==> config.mk <==
export PLATFORM = sky130hd
export DESIGN_NAME = divsqrt_top
export DESIGN_NICKNAME = d
export VERILOG_FILES = /design/src/divsqrt_cfg_pkg.sv /design/src/divsqrt_types_pkg.sv /design/src/divsqrt_iter_unit.sv /design/src/divsqrt_multi.sv /design/src/divsqrt_pipe.sv /design/src/divsqrt_top.sv
export SDC_FILE = /design/constraint.sdc
export NUM_CORES = 1
export LEC_CHECK = 0
export ABC_AREA = 1
export BUFFER_PORTS_ARGS = -buffer_cell sky130_fd_sc_hd__buf_2
export CORE_ASPECT_RATIO = 2
export CORE_MARGIN = 2
export CORE_UTILIZATION = 55
export DETAILED_ROUTE_END_ITERATION = 16
export PLACE_DENSITY = 0.77
export SYNTH_ARGS = -nofsm -noshare
export SYNTH_HDL_FRONTEND = slang
export SYNTH_HIERARCHICAL = 1
export SYNTH_SLANG_ARGS = --single-unit
==> constraint.sdc <==
create_clock -name clk_i -period 5.5 [get_ports clk_i]
set_input_delay 0.275 -clock clk_i [delete_from_list [all_inputs] [get_ports clk_i]]
set_output_delay 0.275 -clock clk_i [all_outputs]
set_load 0.1 [all_outputs]
==> src/divsqrt_cfg_pkg.sv <==
// Operand and tag widths, operation encoding and status flags of the divide/sqrt unit
package divsqrt_cfg_pkg;

  // --------------------
  // Word sizes
  // --------------------
  // Width of operands, quotient, root and remainder
  localparam int unsigned OperandWidth = 16;
  // Tag is carried along untouched
  localparam int unsigned TagWidth     = 4;

  typedef logic [OperandWidth-1:0] operand_t;
  typedef logic [TagWidth-1:0]     tag_t;

  // --------------------
  // Operations
  // --------------------
  typedef enum logic {
    OP_DIV  = 1'b0,
    OP_SQRT = 1'b1
  } divsqrt_op_e;

  // --------------------
  // Status flags
  // --------------------
  localparam int unsigned StatusWidth   = 2;
  // Flag positions inside status_t
  localparam int unsigned StatusDivZero = 1;
  localparam int unsigned StatusInexact = 0;

  typedef logic [StatusWidth-1:0] status_t;

endpackage

==> src/divsqrt_types_pkg.sv <==
// Request and response structs passed between the pipes and the control block
package divsqrt_types_pkg;

  import divsqrt_cfg_pkg::*;

  // --------------------
  // Upstream side
  // --------------------
  // One operation with its operands and tag
  // b is ignored for a square root
  typedef struct packed {
    operand_t    op_a;
    operand_t    op_b;
    divsqrt_op_e op;
    tag_t        tag;
  } divsqrt_req_t;

  // --------------------
  // Downstream side
  // --------------------
  // Quotient or root, remainder, flags and the tag of the request
  typedef struct packed {
    operand_t result;
    operand_t rem;
    status_t  status;
    tag_t     tag;
  } divsqrt_rsp_t;

endpackage

==> src/divsqrt_iter_unit.sv <==
// Iterative restoring divider and digit-by-digit square root core with kill
`timescale 1ns/1ps

module divsqrt_iter_unit
  import divsqrt_cfg_pkg::*;
(
  input  logic     clk_i,
  input  logic     rst_n_i,
  input  logic     div_start_i,
  input  logic     sqrt_start_i,
  input  logic     kill_i,
  input  operand_t op_a_i,
  input  operand_t op_b_i,
  output logic     ready_o,
  output logic     done_o,
  output operand_t result_o,
  output operand_t rem_o,
  output status_t  status_o
);

  localparam int unsigned CntWidth  = $clog2(OperandWidth);
  // Room for the shifted remainder and the trial value
  localparam int unsigned WideWidth = OperandWidth + 2;

  typedef logic [CntWidth-1:0]  cnt_t;
  typedef logic [WideWidth-1:0] wide_t;

  typedef enum logic {IDLE, RUN} state_e;

  // --------------------
  // Control
  // --------------------
  state_e state_q, state_d;
  cnt_t   cnt_q, cnt_d;
  logic   done_q;
  logic   start, step_en, last_step;

  assign ready_o   = (state_q == IDLE);
  assign start     = (div_start_i | sqrt_start_i) & ready_o & ~kill_i;
  // First step is already done in the start cycle
  assign step_en   = start | (state_q == RUN);
  assign last_step = (state_q == RUN) & (cnt_q == '0) & ~kill_i;

  always_comb begin
    state_d = state_q;
    cnt_d   = cnt_q;
    unique case (state_q)
      IDLE: begin
        if (start) begin
          state_d = RUN;
          // Steps left after the one taken on start, minus the final one
          cnt_d   = sqrt_start_i ? cnt_t'(OperandWidth/2 - 2) : cnt_t'(OperandWidth - 2);
        end
      end
      RUN: begin
        if (cnt_q == '0) begin
          state_d = IDLE;
        end else begin
          cnt_d = cnt_q - cnt_t'(1);
        end
      end
      default: state_d = IDLE;
    endcase
    // Abort wins over everything
    if (kill_i) begin
      state_d = IDLE;
    end
  end

  always_ff @(posedge clk_i or negedge rst_n_i) begin
    if (!rst_n_i) begin
      state_q <= IDLE;
      cnt_q   <= '0;
      done_q  <= 1'b0;
    end else begin
      state_q <= state_d;
      cnt_q   <= cnt_d;
      done_q  <= last_step;
    end
  end

  // --------------------
  // Datapath
  // --------------------
  operand_t rem_q, acc_q, res_q, dvsr_q;
  logic     is_sqrt_q;
  status_t  status_q;
  operand_t rem_cur, acc_cur, res_cur, dvsr_cur;
  logic     is_sqrt_cur;
  wide_t    shifted, trial, diff;
  logic     take;
  operand_t rem_nxt, acc_nxt, res_nxt;

  // Start cycle works straight on the incoming operands
  assign rem_cur     = start ? '0           : rem_q;
  assign acc_cur     = start ? op_a_i       : acc_q;
  assign res_cur     = start ? '0           : res_q;
  assign dvsr_cur    = start ? op_b_i       : dvsr_q;
  assign is_sqrt_cur = start ? sqrt_start_i : is_sqrt_q;

  always_comb begin
    if (is_sqrt_cur) begin
      // Bring down two radicand bits, try root*4+1
      shifted = {rem_cur, acc_cur[OperandWidth-1 -: 2]};
      trial   = {res_cur, 2'b01};
      acc_nxt = acc_cur << 2;
    end else begin
      // Bring down one dividend bit, try the divisor
      shifted = {1'b0, rem_cur, acc_cur[OperandWidth-1]};
      trial   = {2'b00, dvsr_cur};
      acc_nxt = acc_cur << 1;
    end
    diff    = shifted - trial;
    take    = (shifted >= trial);
    // Remainder never outgrows a word here, b of zero included
    rem_nxt = take ? diff[OperandWidth-1:0] : shifted[OperandWidth-1:0];
    res_nxt = {res_cur[OperandWidth-2:0], take};
  end

  always_ff @(posedge clk_i) begin
    if (step_en) begin
      rem_q <= rem_nxt;
      acc_q <= acc_nxt;
      res_q <= res_nxt;
    end
    if (start) begin
      dvsr_q    <= op_b_i;
      is_sqrt_q <= sqrt_start_i;
    end
    // Flags from the final remainder
    if (last_step) begin
      status_q[StatusDivZero] <= ~is_sqrt_q & (dvsr_q == '0);
      status_q[StatusInexact] <= (rem_nxt != '0);
    end
  end

  assign done_o   = done_q;
  assign result_o = res_q;
  assign rem_o    = rem_q;
  assign status_o = status_q;

  // Control block may only start an idle core
  assert property (@(posedge clk_i) disable iff (!rst_n_i)
    (div_start_i || sqrt_start_i) |-> ready_o)
    else $error("start pulse while core busy");

endmodule

==> src/divsqrt_multi.sv <==
// Control FSM with tag and result hold registers around the iterative core
`timescale 1ns/1ps

module divsqrt_multi
  import divsqrt_cfg_pkg::*;
  import divsqrt_types_pkg::*;
(
  input  logic         clk_i,
  input  logic         rst_n_i,
  // Upstream
  input  divsqrt_req_t req_i,
  input  logic         in_valid_i,
  output logic         in_ready_o,
  input  logic         flush_i,
  // Downstream
  output divsqrt_rsp_t rsp_o,
  output logic         out_valid_o,
  input  logic         out_ready_i,
  // Operation in flight
  output logic         busy_o
);

  typedef enum logic [1:0] {IDLE, BUSY, HOLD} state_e;

  // --------------------
  // Control FSM
  // --------------------
  state_e state_q, state_d;
  logic   in_ready, out_valid;
  logic   div_start, sqrt_start, op_starting;
  logic   unit_ready, unit_done;
  logic   hold_result;   // catch core outputs this cycle
  logic   data_is_held;  // hold register drives the output
  logic   unit_busy;

  always_comb begin
    state_d      = state_q;
    in_ready     = 1'b0;
    out_valid    = 1'b0;
    hold_result  = 1'b0;
    data_is_held = 1'b0;
    unit_busy    = 1'b0;
    unique case (state_q)
      IDLE: begin
        in_ready = unit_ready;
        if (in_valid_i && unit_ready) begin
          state_d = BUSY;
        end
      end
      BUSY: begin
        unit_busy = 1'b1;
        if (unit_done) begin
          out_valid = 1'b1;
          if (out_ready_i) begin
            // Result leaves now, next one may start in the same cycle
            in_ready = unit_ready;
            state_d  = (in_valid_i && unit_ready) ? BUSY : IDLE;
          end else begin
            hold_result = 1'b1;
            state_d     = HOLD;
          end
        end
      end
      HOLD: begin
        unit_busy    = 1'b1;
        data_is_held = 1'b1;
        out_valid    = 1'b1;
        if (out_ready_i) begin
          in_ready = unit_ready;
          state_d  = (in_valid_i && unit_ready) ? BUSY : IDLE;
        end
      end
      default: state_d = IDLE;
    endcase
    // Flush drops whatever is in flight
    if (flush_i) begin
      unit_busy = 1'b0;
      out_valid = 1'b0;
      state_d   = IDLE;
    end
  end

  always_ff @(posedge clk_i or negedge rst_n_i) begin
    if (!rst_n_i) begin
      state_q <= IDLE;
    end else begin
      state_q <= state_d;
    end
  end

  // Starts are steered by the op field, never during flush
  assign op_starting = in_valid_i & in_ready & ~flush_i;
  assign div_start   = op_starting & (req_i.op == OP_DIV);
  assign sqrt_start  = op_starting & (req_i.op == OP_SQRT);

  // Tag waits here while the core runs
  tag_t tag_q;

  always_ff @(posedge clk_i) begin
    if (op_starting) begin
      tag_q <= req_i.tag;
    end
  end

  // --------------------
  // Core
  // --------------------
  operand_t     unit_result, unit_rem;
  status_t      unit_status;
  divsqrt_rsp_t core_rsp, held_rsp_q;

  divsqrt_iter_unit i_iter_unit (
    .clk_i        ( clk_i       ),
    .rst_n_i      ( rst_n_i     ),
    .div_start_i  ( div_start   ),
    .sqrt_start_i ( sqrt_start  ),
    .kill_i       ( flush_i     ),
    .op_a_i       ( req_i.op_a  ),
    .op_b_i       ( req_i.op_b  ),
    .ready_o      ( unit_ready  ),
    .done_o       ( unit_done   ),
    .result_o     ( unit_result ),
    .rem_o        ( unit_rem    ),
    .status_o     ( unit_status )
  );

  assign core_rsp = '{result: unit_result, rem: unit_rem, status: unit_status, tag: tag_q};

  // Hold register, loaded when downstream stalls at done
  always_ff @(posedge clk_i) begin
    if (hold_result) begin
      held_rsp_q <= core_rsp;
    end
  end

  // --------------------
  // Output select
  // --------------------
  assign rsp_o       = data_is_held ? held_rsp_q : core_rsp;
  assign out_valid_o = out_valid;
  assign in_ready_o  = in_ready;
  assign busy_o      = unit_busy;

  // Core only finishes an operation that this block is still waiting for
  assert property (@(posedge clk_i) disable iff (!rst_n_i)
    unit_done |-> (state_q == BUSY))
    else $error("core done outside BUSY");

endmodule

==> src/divsqrt_pipe.sv <==
// Valid/ready register pipe with configurable depth, synchronous flush and busy flag
`timescale 1ns/1ps

module divsqrt_pipe #(
  parameter int unsigned NumRegs = 1,
  parameter type         DataT   = logic
) (
  input  logic clk_i,
  input  logic rst_n_i,
  input  logic flush_i,
  // Upstream handshake
  input  DataT data_i,
  input  logic valid_i,
  output logic ready_o,
  // Downstream handshake
  output DataT data_o,
  output logic valid_o,
  input  logic ready_i,
  // Any stage holds an item
  output logic busy_o
);

  // Entry i is the item after i register stages, entry 0 is the input
  DataT data_q      [NumRegs+1];
  logic valid_q     [NumRegs+1];
  logic stage_ready [NumRegs+1];

  assign data_q[0]  = data_i;
  assign valid_q[0] = valid_i;
  assign ready_o    = stage_ready[0];

  for (genvar i = 0; i < NumRegs; i++) begin : gen_stage
    logic load;

    // Advance when the next stage moves on or only holds a bubble
    assign stage_ready[i] = stage_ready[i+1] | ~valid_q[i+1];
    assign load           = stage_ready[i] & valid_q[i];

    always_ff @(posedge clk_i or negedge rst_n_i) begin
      if (!rst_n_i) begin
        valid_q[i+1] <= 1'b0;
      end else if (flush_i) begin
        valid_q[i+1] <= 1'b0;
      end else if (stage_ready[i]) begin
        valid_q[i+1] <= valid_q[i];
      end
    end

    // Payload only moves with a real item
    always_ff @(posedge clk_i) begin
      if (load) begin
        data_q[i+1] <= data_q[i];
      end
    end
  end

  // Ready comes in from downstream at the last entry
  assign stage_ready[NumRegs] = ready_i;
  assign data_o               = data_q[NumRegs];
  assign valid_o              = valid_q[NumRegs];

  // OR over the register stages, input entry excluded
  always_comb begin
    busy_o = 1'b0;
    for (int i = 1; i <= NumRegs; i++) begin
      busy_o = busy_o | valid_q[i];
    end
  end

  // Stalled output must not change under the consumer
  assert property (@(posedge clk_i) disable iff (!rst_n_i || flush_i)
    (valid_o && !ready_i) |=> $stable(data_o))
    else $error("pipe output changed while stalled");

endmodule

==> src/divsqrt_top.sv <==
// Top level with input pipe, divide/sqrt control block, output pipe and busy flag
`timescale 1ns/1ps

module divsqrt_top
  import divsqrt_types_pkg::*;
#(
  parameter int unsigned NumInRegs  = 1,
  parameter int unsigned NumOutRegs = 1
) (
  input  logic         clk_i,
  input  logic         rst_n_i,
  input  divsqrt_req_t req_i,
  input  logic         in_valid_i,
  output logic         in_ready_o,
  output divsqrt_rsp_t rsp_o,
  output logic         out_valid_o,
  input  logic         out_ready_i,
  input  logic         flush_i,
  output logic         busy_o
);

  // Links between the three blocks
  divsqrt_req_t req_q;
  divsqrt_rsp_t rsp_d;
  logic         req_valid, req_ready;
  logic         rsp_valid, rsp_ready;
  logic         in_busy, core_busy, out_busy;

  // --------------------
  // Input side
  // --------------------
  divsqrt_pipe #(
    .NumRegs ( NumInRegs     ),
    .DataT   ( divsqrt_req_t )
  ) i_in_pipe (
    .clk_i   ( clk_i      ),
    .rst_n_i ( rst_n_i    ),
    .flush_i ( flush_i    ),
    .data_i  ( req_i      ),
    .valid_i ( in_valid_i ),
    .ready_o ( in_ready_o ),
    .data_o  ( req_q      ),
    .valid_o ( req_valid  ),
    .ready_i ( req_ready  ),
    .busy_o  ( in_busy    )
  );

  divsqrt_multi i_multi (
    .clk_i       ( clk_i     ),
    .rst_n_i     ( rst_n_i   ),
    .req_i       ( req_q     ),
    .in_valid_i  ( req_valid ),
    .in_ready_o  ( req_ready ),
    .flush_i     ( flush_i   ),
    .rsp_o       ( rsp_d     ),
    .out_valid_o ( rsp_valid ),
    .out_ready_i ( rsp_ready ),
    .busy_o      ( core_busy )
  );

  // --------------------
  // Output side
  // --------------------
  divsqrt_pipe #(
    .NumRegs ( NumOutRegs    ),
    .DataT   ( divsqrt_rsp_t )
  ) i_out_pipe (
    .clk_i   ( clk_i       ),
    .rst_n_i ( rst_n_i     ),
    .flush_i ( flush_i     ),
    .data_i  ( rsp_d       ),
    .valid_i ( rsp_valid   ),
    .ready_o ( rsp_ready   ),
    .data_o  ( rsp_o       ),
    .valid_o ( out_valid_o ),
    .ready_i ( out_ready_i ),
    .busy_o  ( out_busy    )
  );

  // Anything still in flight anywhere
  assign busy_o = in_busy | core_busy | out_busy;

endmodule

Word level (Yosys, flattened, before mapping):

Index checks and enable logic that the tools add are counted.

* equality and inequality tests: 7
* mux-type cells: 41
* $mul: 0
* shift-type cells: 0
* bitwise logic cells: 23
* divide/modulo/power cells: 0
* reduce and logical (&&, ||, !) cells: 10
* $lt $le $gt $ge: 1
* add/sub/neg operators: 2

Operator list (number)
* $mux W16: 6
* $mux W38: 1
* $mux W18: 2
* $mux W1: 19
* $ge A18 B18 Y1: 1
* $logic_not A16 Y1: 1
* $reduce_bool A16 Y1: 1
* $sub A16 B16 Y16: 1
* $mux W4: 3
* $and A1 B1 Y1: 11
* $mux W2: 5
* $pmux W4 S2: 1
* $ne A3 B2 Y1 const B: 2
* $not A1 Y1: 6
* $or A1 B1 Y1: 6
* $pmux W2 S3: 1
* $logic_not A4 Y1: 1
* $pmux W1 S2: 2
* $reduce_bool A2 Y1: 2
* $sub A4 B1 Y4 const B: 1
* $ne A3 B3 Y1 const B: 1
* $pmux W1 S3: 1
* $reduce_and A3 Y1: 1
* $eq A2 B1 Y1 const B: 1
* other kinds (7): 7

* output and inout bits: 41
* bits in writable memories: 0
* ROM bits: 0
* memories kept: 0
* latch bits: 0
* register bits after elaboration: 194
* logic and storage cells: 110

Longest topological paths before layout:

Gate-level depths: netlist of run 1.

* depth after elaboration: 16
* mapped depth: 38

Modules after synthesis:

The synthesis of run 1 kept the hierarchy.

By module, submodules not included
* divsqrt_iter_unit: instances 1, cells an instance 553, area each 4523.1 um^2, seq. area each 1961.9 um^2
* divsqrt_multi: instances 1, cells an instance 218, area each 2043.2 um^2, seq. area each 1311.3 um^2
* divsqrt_pipe at i_out_pipe: instances 1, cells an instance 47, area each 1204.9 um^2, seq. area each 1166.1 um^2
* divsqrt_pipe at i_in_pipe: instances 1, cells an instance 46, area each 1174.9 um^2, seq. area each 1136.1 um^2
* divsqrt_top: instances 1, cells an instance 3, area each 11.3 um^2, seq. area each 0.0 um^2

Least setup slack after synthesis of run 1:

No wires, ideal clock.

* kind: register -> register
* start: register i_multi.state_q[0]
* end: register i_multi.i_iter_unit.status_q[0], in the netlist i_multi/i_iter_unit/status_o[0] (data pin)
* setup time: 0.260 ns
* arrival time: 4.086 ns
* required time: 5.240 ns
* cell stages (with the launch flop): 37
* path buffers: 4
* setup slack: 1.154 ns
* cells stage by stage: dfrtp_1 > inv_1 > ha_1 > inv_2 > nand2_1 > nand2_1 > nand2_1 > nand3_1 > nor2_1 > inv_1 > nand2_1 > nand2_4 > buf_2 > buf_1 > clkbuf_1 > nand2_1 > nand3_1 > ha_1 > inv_1 > fa_1 > nand3_1 > nand3_1 > nand2_1 > nand2_1 > nand2_2 > nand2_2 > nand2_4 > nand2_4 > nand2_4 > nand2_4 > buf_6 > nand2_2 > nand2_2 > nor2_1 > nand2_1 > nor2_1 > nand3_1

* word-level cells in the longest chain between the ends: 13
* elaborated cells between the ends (all ways): 22
* those cells by class: add/sub (1); order compare (1); eq/ne (2); mux (9); bitwise (7); reduce/logical (2)

RTL lines
* start, declared: RTL line divsqrt_multi.sv:28 `state_e state_q, state_d;`
* start signal, assigned: RTL line divsqrt_multi.sv:87 `state_q <= state_d;`
* $eq A2 B2 Y1, or another cell as far along: RTL line divsqrt_multi.sv:43 `unique case (state_q)`
* $pmux W1 S3 *: RTL line divsqrt_multi.sv:43
* $and A1 B1 Y1 * (2 in a row): RTL line divsqrt_multi.sv:92 `assign op_starting = in_valid_i & in_ready & ~flush_i;`
* $and A1 B1 Y1 *: RTL line divsqrt_multi.sv:94 `assign sqrt_start = op_starting & (req_i.op == OP_SQRT);`
* via i_multi.sqrt_start: RTL line divsqrt_multi.sv:30 `logic div_start, sqrt_start, op_starting;`
* $or A1 B1 Y1: RTL line divsqrt_iter_unit.sv:39 `assign start = (div_start_i | sqrt_start_i) & ready_o & ~kill_i;`
* $and A1 B1 Y1 (2 in a row): RTL line divsqrt_iter_unit.sv:39
* $mux W16, or another cell as far along: RTL line divsqrt_iter_unit.sv:96 `assign acc_cur = start ? op_a_i : acc_q;`
* $mux W18: RTL line divsqrt_iter_unit.sv:102 `if (is_sqrt_cur) begin`
* $sub A16 B16 Y16 / $ge A18 B18 Y1 (equally long branches): RTL line divsqrt_iter_unit.sv:113, divsqrt_iter_unit.sv:114
* $mux W16 *: RTL line divsqrt_iter_unit.sv:116 `rem_nxt = take ? diff[OperandWidth-1:0] : shifted[OperandWidth-1:0];`
* via i_multi.i_iter_unit.rem_nxt[6]: RTL line divsqrt_iter_unit.sv:92 `operand_t rem_nxt, acc_nxt, res_nxt;`
* $reduce_bool A16 Y1 *: RTL line divsqrt_iter_unit.sv:133 `status_q[StatusInexact] <= (rem_nxt != '0);`
* end signal, assigned by index: RTL line divsqrt_iter_unit.sv:132 `status_q[StatusDivZero] <= ~is_sqrt_q & (dvsr_q == '0);`
* end signal, assigned by index: RTL line divsqrt_iter_unit.sv:133
* end, declared: RTL line divsqrt_iter_unit.sv:87 `status_t status_q;`

Mark *: on every way through the listed nets, which the timed path passes. The rest lies on a longest branch.
A chain may end at the register's enable or synchronous reset.

Worst setup path in the final report of run 1:

* start: register i_multi.state_q[1]
* end: register i_multi.i_iter_unit.status_q[0], in the netlist i_multi/i_iter_unit/status_o[0] (data pin)

* word-level cells in the longest chain between the ends: 13
* elaborated cells between the ends (all ways): 22
* those cells by class: add/sub (1); order compare (1); eq/ne (2); mux (9); bitwise (7); reduce/logical (2)

RTL lines (RTL line)
* $eq A2 B2 Y1, or another cell as far along: divsqrt_multi.sv:43
* $pmux W1 S3 *: divsqrt_multi.sv:43
* $and A1 B1 Y1 * (2 in a row): divsqrt_multi.sv:92
* $and A1 B1 Y1 *: divsqrt_multi.sv:94
* via i_multi.sqrt_start: divsqrt_multi.sv:30
* $or A1 B1 Y1: divsqrt_iter_unit.sv:39
* $and A1 B1 Y1 (2 in a row): divsqrt_iter_unit.sv:39
* $mux W16, or another cell as far along: divsqrt_iter_unit.sv:96
* $mux W18: divsqrt_iter_unit.sv:102
* $sub A16 B16 Y16 / $ge A18 B18 Y1 (equally long branches): divsqrt_iter_unit.sv:113, divsqrt_iter_unit.sv:114
* $mux W16 *: divsqrt_iter_unit.sv:116
* $reduce_bool A16 Y1 *: divsqrt_iter_unit.sv:133

Marked as above.

==> reports/metrics.yaml, run 1 <==
final_layout:
  area_delta_synth_final_pct: 16.06
  utilization_pct: 64.56
  diodes: 0
  fin_nets: 1038
  fillers: 1275
  drive_above_1_share_pct: 16.73
global_routing:
  grt_first_pass_wirelength_mm: 30.17
  antenna_found_initial: 0
  grt_max_degree: 48
  track_usage_pct: 22.76
  grt_pass1_vias: 6308
  grt.overflow.total: 0
floorplanning:
  initial_core_util_pct: 55.63
  ioPinCount: 83
  die_x_um: 94.24
  coreArea_um2: 16100
  rows: 66
  die_h_um: 184.5
  die-area_um2: 17380
sta:
  slew_viol_final: 0
  setup_viol: 0
  tns_ps: 0
  rsz0062_at_grt: "no"
  worstMarginPinSlew_ps: 1217
  final_hold_viol_count: 0
  max_slew_margin_pct: 18.67
  clock_skew_ps: 10.07
  max_clock_freq_ghz: 0.2074
  fin_crit_ps: 4822
  fin_crit_sh_pct: 87.67
setup_path:
  path_common_cell: "nand2_1"
  cpPeakStageDelay_ps: 420
  path_class: "reg2reg"
  required_ps: 5680
  path_buf_inv: 5
  worstPathArrival_ps: 5010
  cpMaxStageDelayCell: "dfrtp_1"
  cp-start-kind: "flip-flop"
  endpoint_kind: "flip-flop"
  cp_max_fo: 37
  crit_family: "simple AND/OR/NAND/NOR gates"
clock_tree:
  h-tree-depth: 4
  cts_sinks: 193
  cts_buffer_depth: 2
  cts_resized: 0
  numCtsBuffers: 17
  postCtsSetupRepairBufs: 0
  clk_latency_ps: 440
  cts_tree: "yes"
  clk_pin_slew_ps: 70
  root_buffer: "clkbuf_16"
yosys:
  yosys.area.top_type: "edfxtp_1"
  async_flop_share_pct: 5.181
  synth_top_cell_area_share_pct: 55.65
  synth_area_um2: 8957
  synth_seq_area_share_pct: 62.24
  yosys-top-cells-area: "edfxtp_1 56%, nand2_1 12%, dfxtp_1 3.8%"
  synth-edff-count: 166
  synth_nets: 932
  ys.flop_type: "edfxtp_1"
  synth_common_cells: "277 x nand2_1, 166 x edfxtp_1, 79 x inv_1"
  netlist_instances: 867
  ys_warn_count: 6
  yosysUniqueCellTypes: 41
  avgSynthCellArea_um2: 10.33
  yosysMostFrequentCell: "nand2_1"
  synth_seq_cells: 193
routing:
  first_pass_iters: 5
  dr_total_vias: 6277
  routed_wl_mm: 18.50
  final_antenna_net_count: 0
  viasPerCell: 5.275
  drc: 0
  first_iter_violations: 325
  avgRoutedWirePerCell_um: 15.54
power_and_ir_drop:
  peakVddDrop_uv: 322.6
  p_per_area_nw_per_um2: 543.5
  leakage_uw: 0.004620
run:
  drv_cap: 0
placed_design:
  place_hpwl_mm: 12.98
  io_buffers: 82
  place.gp.congestion: 0.9444
min_path:
  hold_class: "in2reg"
outcome:
  status: "finished, final reports clean"
## state kept, by name, indices dropped and copies added (netlist names)
name / flops
i_multi/tag_q: 4
i_multi/i_iter_unit/acc_q: 15
i_multi/i_iter_unit/rem_o: 16
i_multi/state_q: 2
i_multi/i_iter_unit/dvsr_q: 16
i_out_pipe/busy_o: 1
i_multi/i_iter_unit/status_o: 2
i_multi/i_iter_unit/is_sqrt_q: 1
i_multi/i_iter_unit/done_o: 1
i_in_pipe/data_o: 37
i_multi/i_iter_unit/result_o: 16
i_multi/i_iter_unit/state_q: 1
i_out_pipe/data_o: 38
i_multi/i_iter_unit/cnt_q: 4
i_in_pipe/busy_o: 1
i_multi/held_rsp_q: 38
## final timing paths
path / from / endpoint / slack, ps / depth (start not counted)
hold / removal: req_i[18] / i_in_pipe/data_o[18] / 20 / 1
min in group asynchronous: rst_n_i / i_out_pipe/busy_o / 240 / 2
setup reg to reg: i_multi/state_q[1] / i_multi/i_iter_unit/status_o[0] / 680 / 33
setup / recovery: i_multi/state_q[1] / i_multi/i_iter_unit/status_o[0] / 680 / 33
max in group asynchronous: rst_n_i / i_in_pipe/busy_o / 5060 / 2
hold reg to reg: i_in_pipe/data_o[1] / i_multi/tag_q[1] / 420 / 0
## metrics by stage
step	instance area (µm²)	cells	total power, µW	setup WS, ps	hold WS, ps
final	10400	1190	5650	678.4	17.73
after global routing	10400	1190	6054	174.4	3.462
after global placement	9555	1133	4366	919.3	154.5
after floorplan	8957	867	3876	1154	-20.59
after detailed placement	9555	1133	4408	727.2	153.8
after CTS	10400	1190	5670	654.4	0.4149
## logic make-up after synthesis
| logic type | after synthesis | share of synthesized area, % |
|---|---|---|
| AND/OR/NAND/NOR | 441 | 21.37 |
| flip-flops | 193 | 62.24 |
| buffers and inverters | 113 | 5.434 |
| AO/OA/AOI/OAI | 65 | 4.177 |
| multiplexers | 25 | 2.794 |
| adder cells (fa/ha/maj) | 23 | 3.297 |
| XOR/XNOR | 7 | 0.6845 |
## cell type report
type,count,area (µm²),share of cell area [%]
Clock buffer,19,452.9,4.357
Clock inverter,13,137.6,1.324
Inverter,83,311.5,2.997
Multi-Input combinational cell,561,2928,28.16
Sequential cell,193,5575,53.63
Tap cell,204,255.2,2.455
Timing Repair Buffer,117,735.7,7.077
## power by group
| group | switching, µW | total (µW) | internal, µW | leakage (µW) |
|---|---|---|---|---|
| clock | 573 | 1240 | 667 | 0.000292 |
| sequential | 117 | 1990 | 1870 | 0.00180 |
| combinational | 1600 | 2420 | 822 | 0.00253 |
| total | 2290 | 5650 | 3360 | 0.00462 |
## what timing repair did
action | 4_1_cts | 5_1_grt
setup endpoints to repair | 0 | 0
hold buffers | 25 | 0
endpoints found under the hold margin | 34 | 0
## routing by layer
layer | vias to the layer above | track usage (%) | part of all wire [%] | routed length [µm]
met1 | 2945 | 26.90 | 40 | 7463
li1 | 3125 | - | - | -
met5 | - | 0 | 0 | 0
met3 | 33 | 4.252 | 3.5 | 654
met4 | 0 | 10.14 | 3.2 | 591
met2 | 174 | 39.77 | 53 | 9785
## placed cells by master (no fill, tap or decap), drive strengths merged, types with 2 or more instances in the layout
cell type | netlist | routed
inv | 82 | 91
clkbuf | 9 | 19
nor3 | 15 | 15
a21oi | 25 | 25
dfrtp | 10 | 10
dlygate4sd3 | 0 | 25
or2 | 2 | 2
a21boi | 5 | 5
clkinv | 1 | 3
o21ai | 31 | 31
nor2 | 52 | 52
xor2 | 6 | 6
buf | 21 | 92
nand4 | 4 | 4
nor4 | 5 | 5
ha | 22 | 22
nand3 | 59 | 59
nand2 | 302 | 302
dfxtp | 17 | 17
mux2i | 25 | 25
edfxtp | 166 | 166
Power figures use the tool's default switching activity.
==> run 2, diff against run 1 <==
Settings changed: PLACE_DENSITY 0.77 to 0.75, REMOVE_ABC_BUFFERS from default to 1.
==> run 2 against run 1 <==
- clock power hardly changed
- clock skew increased by 2.2 ps
- core utilization is 0.84 points higher
- via count down 1.2%
- critical endpoint unchanged
- largest power group unchanged
- highest routed layer unchanged
==> reports/metrics.yaml, run 2 (synthesis results as in run 1) <==
final_layout:
  final_common_cell: "nand2_1"
  diodes: 0
  drive_above_1_share_pct: 16.88
  fin_nets: 1047
  area_delta_synth_final_pct: 17.57
  final_area_um2: 10530
  utilization_pct: 65.40
  final_cell_mix: "276 x nand2_1, 166 x edfxtp_1, 82 x buf_2, 78 x inv_1, 56 x nand3_1"
sta:
  max_slew_margin_pct: 20.77
  setup_viol: 0
  fin_crit_ps: 4962
  final_hold_viol_count: 0
  fin_crit_sh_pct: 90.22
  max_clock_freq_ghz: 0.2015
  clock_skew_ps: 12.24
  slew_viol_final: 0
  worstMarginPinSlew_ps: 1184
clock_tree:
  root_buffer: "clkbuf_16"
  h-tree-depth: 4
  clk_latency_ps: 440
  numCtsBuffers: 17
  cts_buffer_depth: 2
  cts_tree: "yes"
  cts_sinks: 193
  clk_pin_slew_ps: 80
floorplanning:
  ioPinCount: 83
  coreArea_um2: 16100
  die-area_um2: 17380
  die_h_um: 184.5
  die_x_um: 94.24
  initial_core_util_pct: 55.63
  rows: 66
global_routing:
  antenna_found_initial: 0
  grt_max_degree: 59
  grt.overflow.total: 0
  track_usage_pct: 23.06
  grt_pass1_vias: 6337
  grt_first_pass_wirelength_mm: 30.57
power_and_ir_drop:
  p_per_area_nw_per_um2: 539.4
  leakage_uw: 0.004672
  peakVddDrop_uv: 262.7
run:
  drv_cap: 0
outcome:
  status: "finished, final reports clean"
min_path:
  hold_class: "in2reg"
routing:
  avgRoutedWirePerCell_um: 15.48
  viasPerCell: 5.174
  final_antenna_net_count: 0
  drc: 0
  first_pass_iters: 5
  first_iter_violations: 392
  dr_total_vias: 6204
  routed_wl_mm: 18.56
placed_design:
  place_hpwl_mm: 12.44
  place.gp.congestion: 0.8842
  io_buffers: 82
  placed_area_um2: 9560
setup_path:
  path_common_cell: "nand2_1"
  endpoint_kind: "flip-flop"
  worstPathArrival_ps: 5150
  cpPeakStageDelay_ps: 450
  cp-start-kind: "flip-flop"
  cp_max_fo: 24
  cpMaxStageDelayCell: "fa_1"
  path_buf_inv: 5
  required_ps: 5690
  crit_family: "simple AND/OR/NAND/NOR gates"
  path_class: "reg2reg"
run 2: path summary, 6_finish.rpt:
check | start | end | slack, ps | cells after the start
min in group asynchronous | rst_n_i | i_in_pipe/busy_o | 230 | 2
hold reg to reg | i_in_pipe/data_o[2] | i_multi/tag_q[2] | 430 | 0
hold / removal | req_i[5] | i_in_pipe/data_o[5] | 10 | 1
setup / recovery | i_multi/state_q[1] | i_multi/i_iter_unit/status_o[0] | 540 | 34
max in group asynchronous | rst_n_i | i_multi/i_iter_unit/done_o | 5070 | 2
setup reg to reg | i_multi/state_q[1] | i_multi/i_iter_unit/status_o[0] | 540 | 34
run 2: repair_timing:
item	in CTS	in global routing
hold endpoints to repair	41	0
gates resized for setup	0	1
setup endpoints to repair	0	1
setup buffers	0	3
hold buffers	32	0
run 2: metal layers:
metal | share of wire [%] | global-route usage [%] | routed length (µm)
met2 | 54 | 40.34 | 9976
met3 | 3.4 | 4.088 | 628
met4 | 3.0 | 11.25 | 556
met5 | 0 | 0 | 0
met1 | 40 | 26.91 | 7396
run 2: cell type report:
cell class	count	area (µm²)
inverter	83	315.3
timing repair buffer	126	833.3
sequential	193	5575
clock inverter	15	198.9
multi-input combinational	561	2928
tap	204	255.2
clock buffer	17	425.4
fill	1265	5572
run 2: stage by stage:
stage | instances | setup WS, ps | TNS [ps] | total power [µW] | hold slack (ps)
global placement | 1132 | 714.8 | 0 | 4343 | 152.2
CTS | 1196 | 468.1 | 0 | 5674 | 0.3186
detailed placement | 1132 | 515.2 | 0 | 4376 | 157.5
floorplan | 837 | -398.9 | -1366 | 3808 | -20.59
finish | 1199 | 537.8 | 0 | 5680 | 13.18
global route | 1199 | -5.089 | -5.089 | 6114 | 0.5960
run 2: power by group:
| part | total, µW | internal, µW | leakage, µW | switching (µW) |
|---|---|---|---|---|
| clock | 1270 | 631 | 0.000302 | 636 |
| combinational | 2420 | 839 | 0.00257 | 1580 |
| sequential | 1990 | 1870 | 0.00180 | 120 |
==> run 3, diff against run 2 <==
Settings changed: ABC_AREA 1 to default.
==> run 3 against run 2 <==
- global-route usage is 0.36 points higher
- largest cell class unchanged
- clock power is 3% lower
- hold slack gained 6.9 ps
- clock skew down 1.8 ps
- wire length is 2.4% higher
- sequential power shrank 8%
- design area is 4.7% lower
- critical endpoint unchanged
- sequential cell count did not move
- synthesized area is 1.9% lower
==> reports/metrics.yaml, run 3 <==
sta:
  max_slew_margin_pct: 43.60
  setup_viol: 0
  fin_crit_ps: 5252
  fin_crit_sh_pct: 95.49
  max_clock_freq_ghz: 0.1904
  worstMarginPinSlew_ps: 822.5
  clock_skew_ps: 10.43
  slew_viol_final: 0
  final_hold_viol_count: 0
clock_tree:
  clk_latency_ps: 430
  cts_tree: "yes"
  cts_buffer_depth: 2
  numCtsBuffers: 17
  root_buffer: "clkbuf_16"
  clk_pin_slew_ps: 70
  cts_sinks: 193
  h-tree-depth: 4
  postCtsSetupRepairBufs: 0
final_layout:
  utilization_pct: 63.93
  final_common_cell: "edfxtp_1"
  drive_above_1_share_pct: 25.43
  fin_nets: 803
  final_cell_mix: "166 x edfxtp_1, 84 x nand2_1, 82 x buf_2, 46 x mux2_2, 40 x mux2i_1"
  area_delta_synth_final_pct: 14.18
  diodes: 0
min_path:
  min_delay_path_depth: 1
  hold_class: "in2reg"
  min_from: "req_i[23]"
  whs_endpoint: "i_in_pipe/data_o[23]"
routing:
  dr_total_vias: 5485
  first_iter_violations: 305
  viasPerCell: 5.762
  avgRoutedWirePerCell_um: 19.96
  first_pass_iters: 4
  routed_wl_mm: 19.00
  final_antenna_net_count: 0
  drc: 0
setup_path:
  r2r_slack_ps: 250
  worstPathArrival_ps: 5410
  r2r_start: "i_multi/state_q[0]"
  r2r-end: "i_multi/i_iter_unit/status_o[0]"
  reg2regPathDepth: 21
  required_ps: 5650
  path_class: "reg2reg"
  cp_max_fo: 13
  endpoint_kind: "flip-flop"
  cp-start-kind: "flip-flop"
placed_design:
  place.gp.congestion: 0.9241
  place_hpwl_mm: 13.71
  io_buffers: 82
floorplanning:
  rows: 65
  coreArea_um2: 15700
  die-area_um2: 17070
  initial_core_util_pct: 55.99
  die_h_um: 182.8
  ioPinCount: 83
  die_x_um: 93.39
global_routing:
  grt.overflow.total: 0
  track_usage_pct: 23.42
  grt_pass1_vias: 5818
  grt_max_degree: 41
  grt_first_pass_wirelength_mm: 29.96
  antenna_found_initial: 0
yosys:
  synth_seq_cells: 193
  avgSynthCellArea_um2: 13.52
  synth_common_cells: "166 x edfxtp_1, 85 x nand2_1, 46 x mux2_2"
  ys.flop_type: "edfxtp_1"
  ys_warn_count: 6
  synth-edff-count: 166
  yosys.area.top_type: "edfxtp_1"
  netlist_instances: 650
  synth_area_um2: 8788
  async_flop_share_pct: 5.181
  synth_seq_area_share_pct: 63.44
  yosys-top-cells-area: "edfxtp_1 57%, mux2_2 5.9%, mux2i_1 4.6%"
  synth_top_cell_area_share_pct: 56.72
  yosysMostFrequentCell: "edfxtp_1"
  yosysUniqueCellTypes: 70
power_and_ir_drop:
  p_per_area_nw_per_um2: 457.1
  total_power_uw: 4587
  leakage_uw: 0.003833
  peakVddDrop_uv: 282.9
outcome:
  status: "finished, final reports clean"
run:
  drv_cap: 0
==> run 3: final cells by class <==
class	count	area [µm²]
well taps	201	251.5
fillers	1184	5662
multi-input cells	412	3014
inverters	18	67.56
repair buffers	96	535.5
clock buffers	18	429.2
flip-flops and latches	193	5575
clock inverters	14	161.4
==> run 3: worst max-delay path, stage by stage, from the launching register on <==
cell,delay (ps)
dfrtp_1,430
ha_1,240
nor2_1,160
nand3_1,210
nor3b_2,330
or2_1,200
and2_4,280
mux2i_1,310
nand2_1,80
nand2_1,150
ha_1,190
inv_1,60
fa_1,410
a211oi_1,260
o21bai_1,150
a21oi_1,350
nor2_1,100
xor2_1,170
nor4b_1,400
nand4_1,140
o31ai_1,230
o2111ai_1,130
==> run 3: logic make-up (layout without fill, tap and decap cells) <==
| group | after synthesis | count (layout) | share of synthesized area (%) |
|---|---|---|---|
| compound gates | 97 | 97 | 7.816 |
| xor+xnor | 17 | 17 | 1.694 |
| fa+ha+maj | 23 | 23 | 3.360 |
| buf+inv | 45 | 146 | 2.491 |
| flops | 193 | 193 | 63.44 |
| mux | 88 | 88 | 10.71 |
| simple gates | 187 | 187 | 10.49 |
==> run 3: worst max-delay path by stage <==
stage                                      end          startpoint  depth (start not counted)
2_1_floorplan    i_multi/i_iter_unit/rem_o[12]  i_multi/state_q[0]                         20
3_3_place_gp   i_multi/i_iter_unit/status_o[0]  i_multi/state_q[1]                         22
3_5_place_dp   i_multi/i_iter_unit/status_o[0]  i_multi/state_q[1]                         22
4_1_cts        i_multi/i_iter_unit/status_o[0]  i_multi/state_q[1]                         22
5_1_grt        i_multi/i_iter_unit/status_o[0]  i_multi/state_q[0]                         21
6_report       i_multi/i_iter_unit/status_o[0]  i_multi/state_q[0]                         21
==> run 3: metal layers <==
metal	up-vias	global-route usage [%]	share of wire (%)
li1	2589	-	-
met2	155	43.40	56
met4	0	12.71	4.7
met1	2685	24.62	36
met3	56	3.780	3.0
met5	-	0	0
==> run 3: power breakdown <==
group | leakage, µW | internal (µW) | total [µW] | switching, µW
sequential | 0.00180 | 1770 | 1840 | 77.3
combinational | 0.00175 | 590 | 1510 | 923
clock | 0.000285 | 713 | 1230 | 518
==> run 3: timing repair <==
action,4_1_cts,5_1_grt
endpoints found under the setup margin,0,3
hold buffers,1,2
hold endpoints to repair,10,2
resized for setup,0,4
==> run 3: through the flow <==
stage / hold slack [ps] / instance area (µm²) / cells / TNS (ps) / setup slack, ps
floorplan: -20.59 / 8637 / 623 / -31610 / -1998
global placement: 152.1 / 9404 / 917 / 0 / 237.2
detailed placement: 155.5 / 9404 / 917 / 0 / 170.4
CTS: 2.086 / 10000 / 950 / 0 / 130.3
global route: 1.245 / 10030 / 952 / -33.61 / -33.61
finish: 20.11 / 10030 / 952 / 0 / 247.8
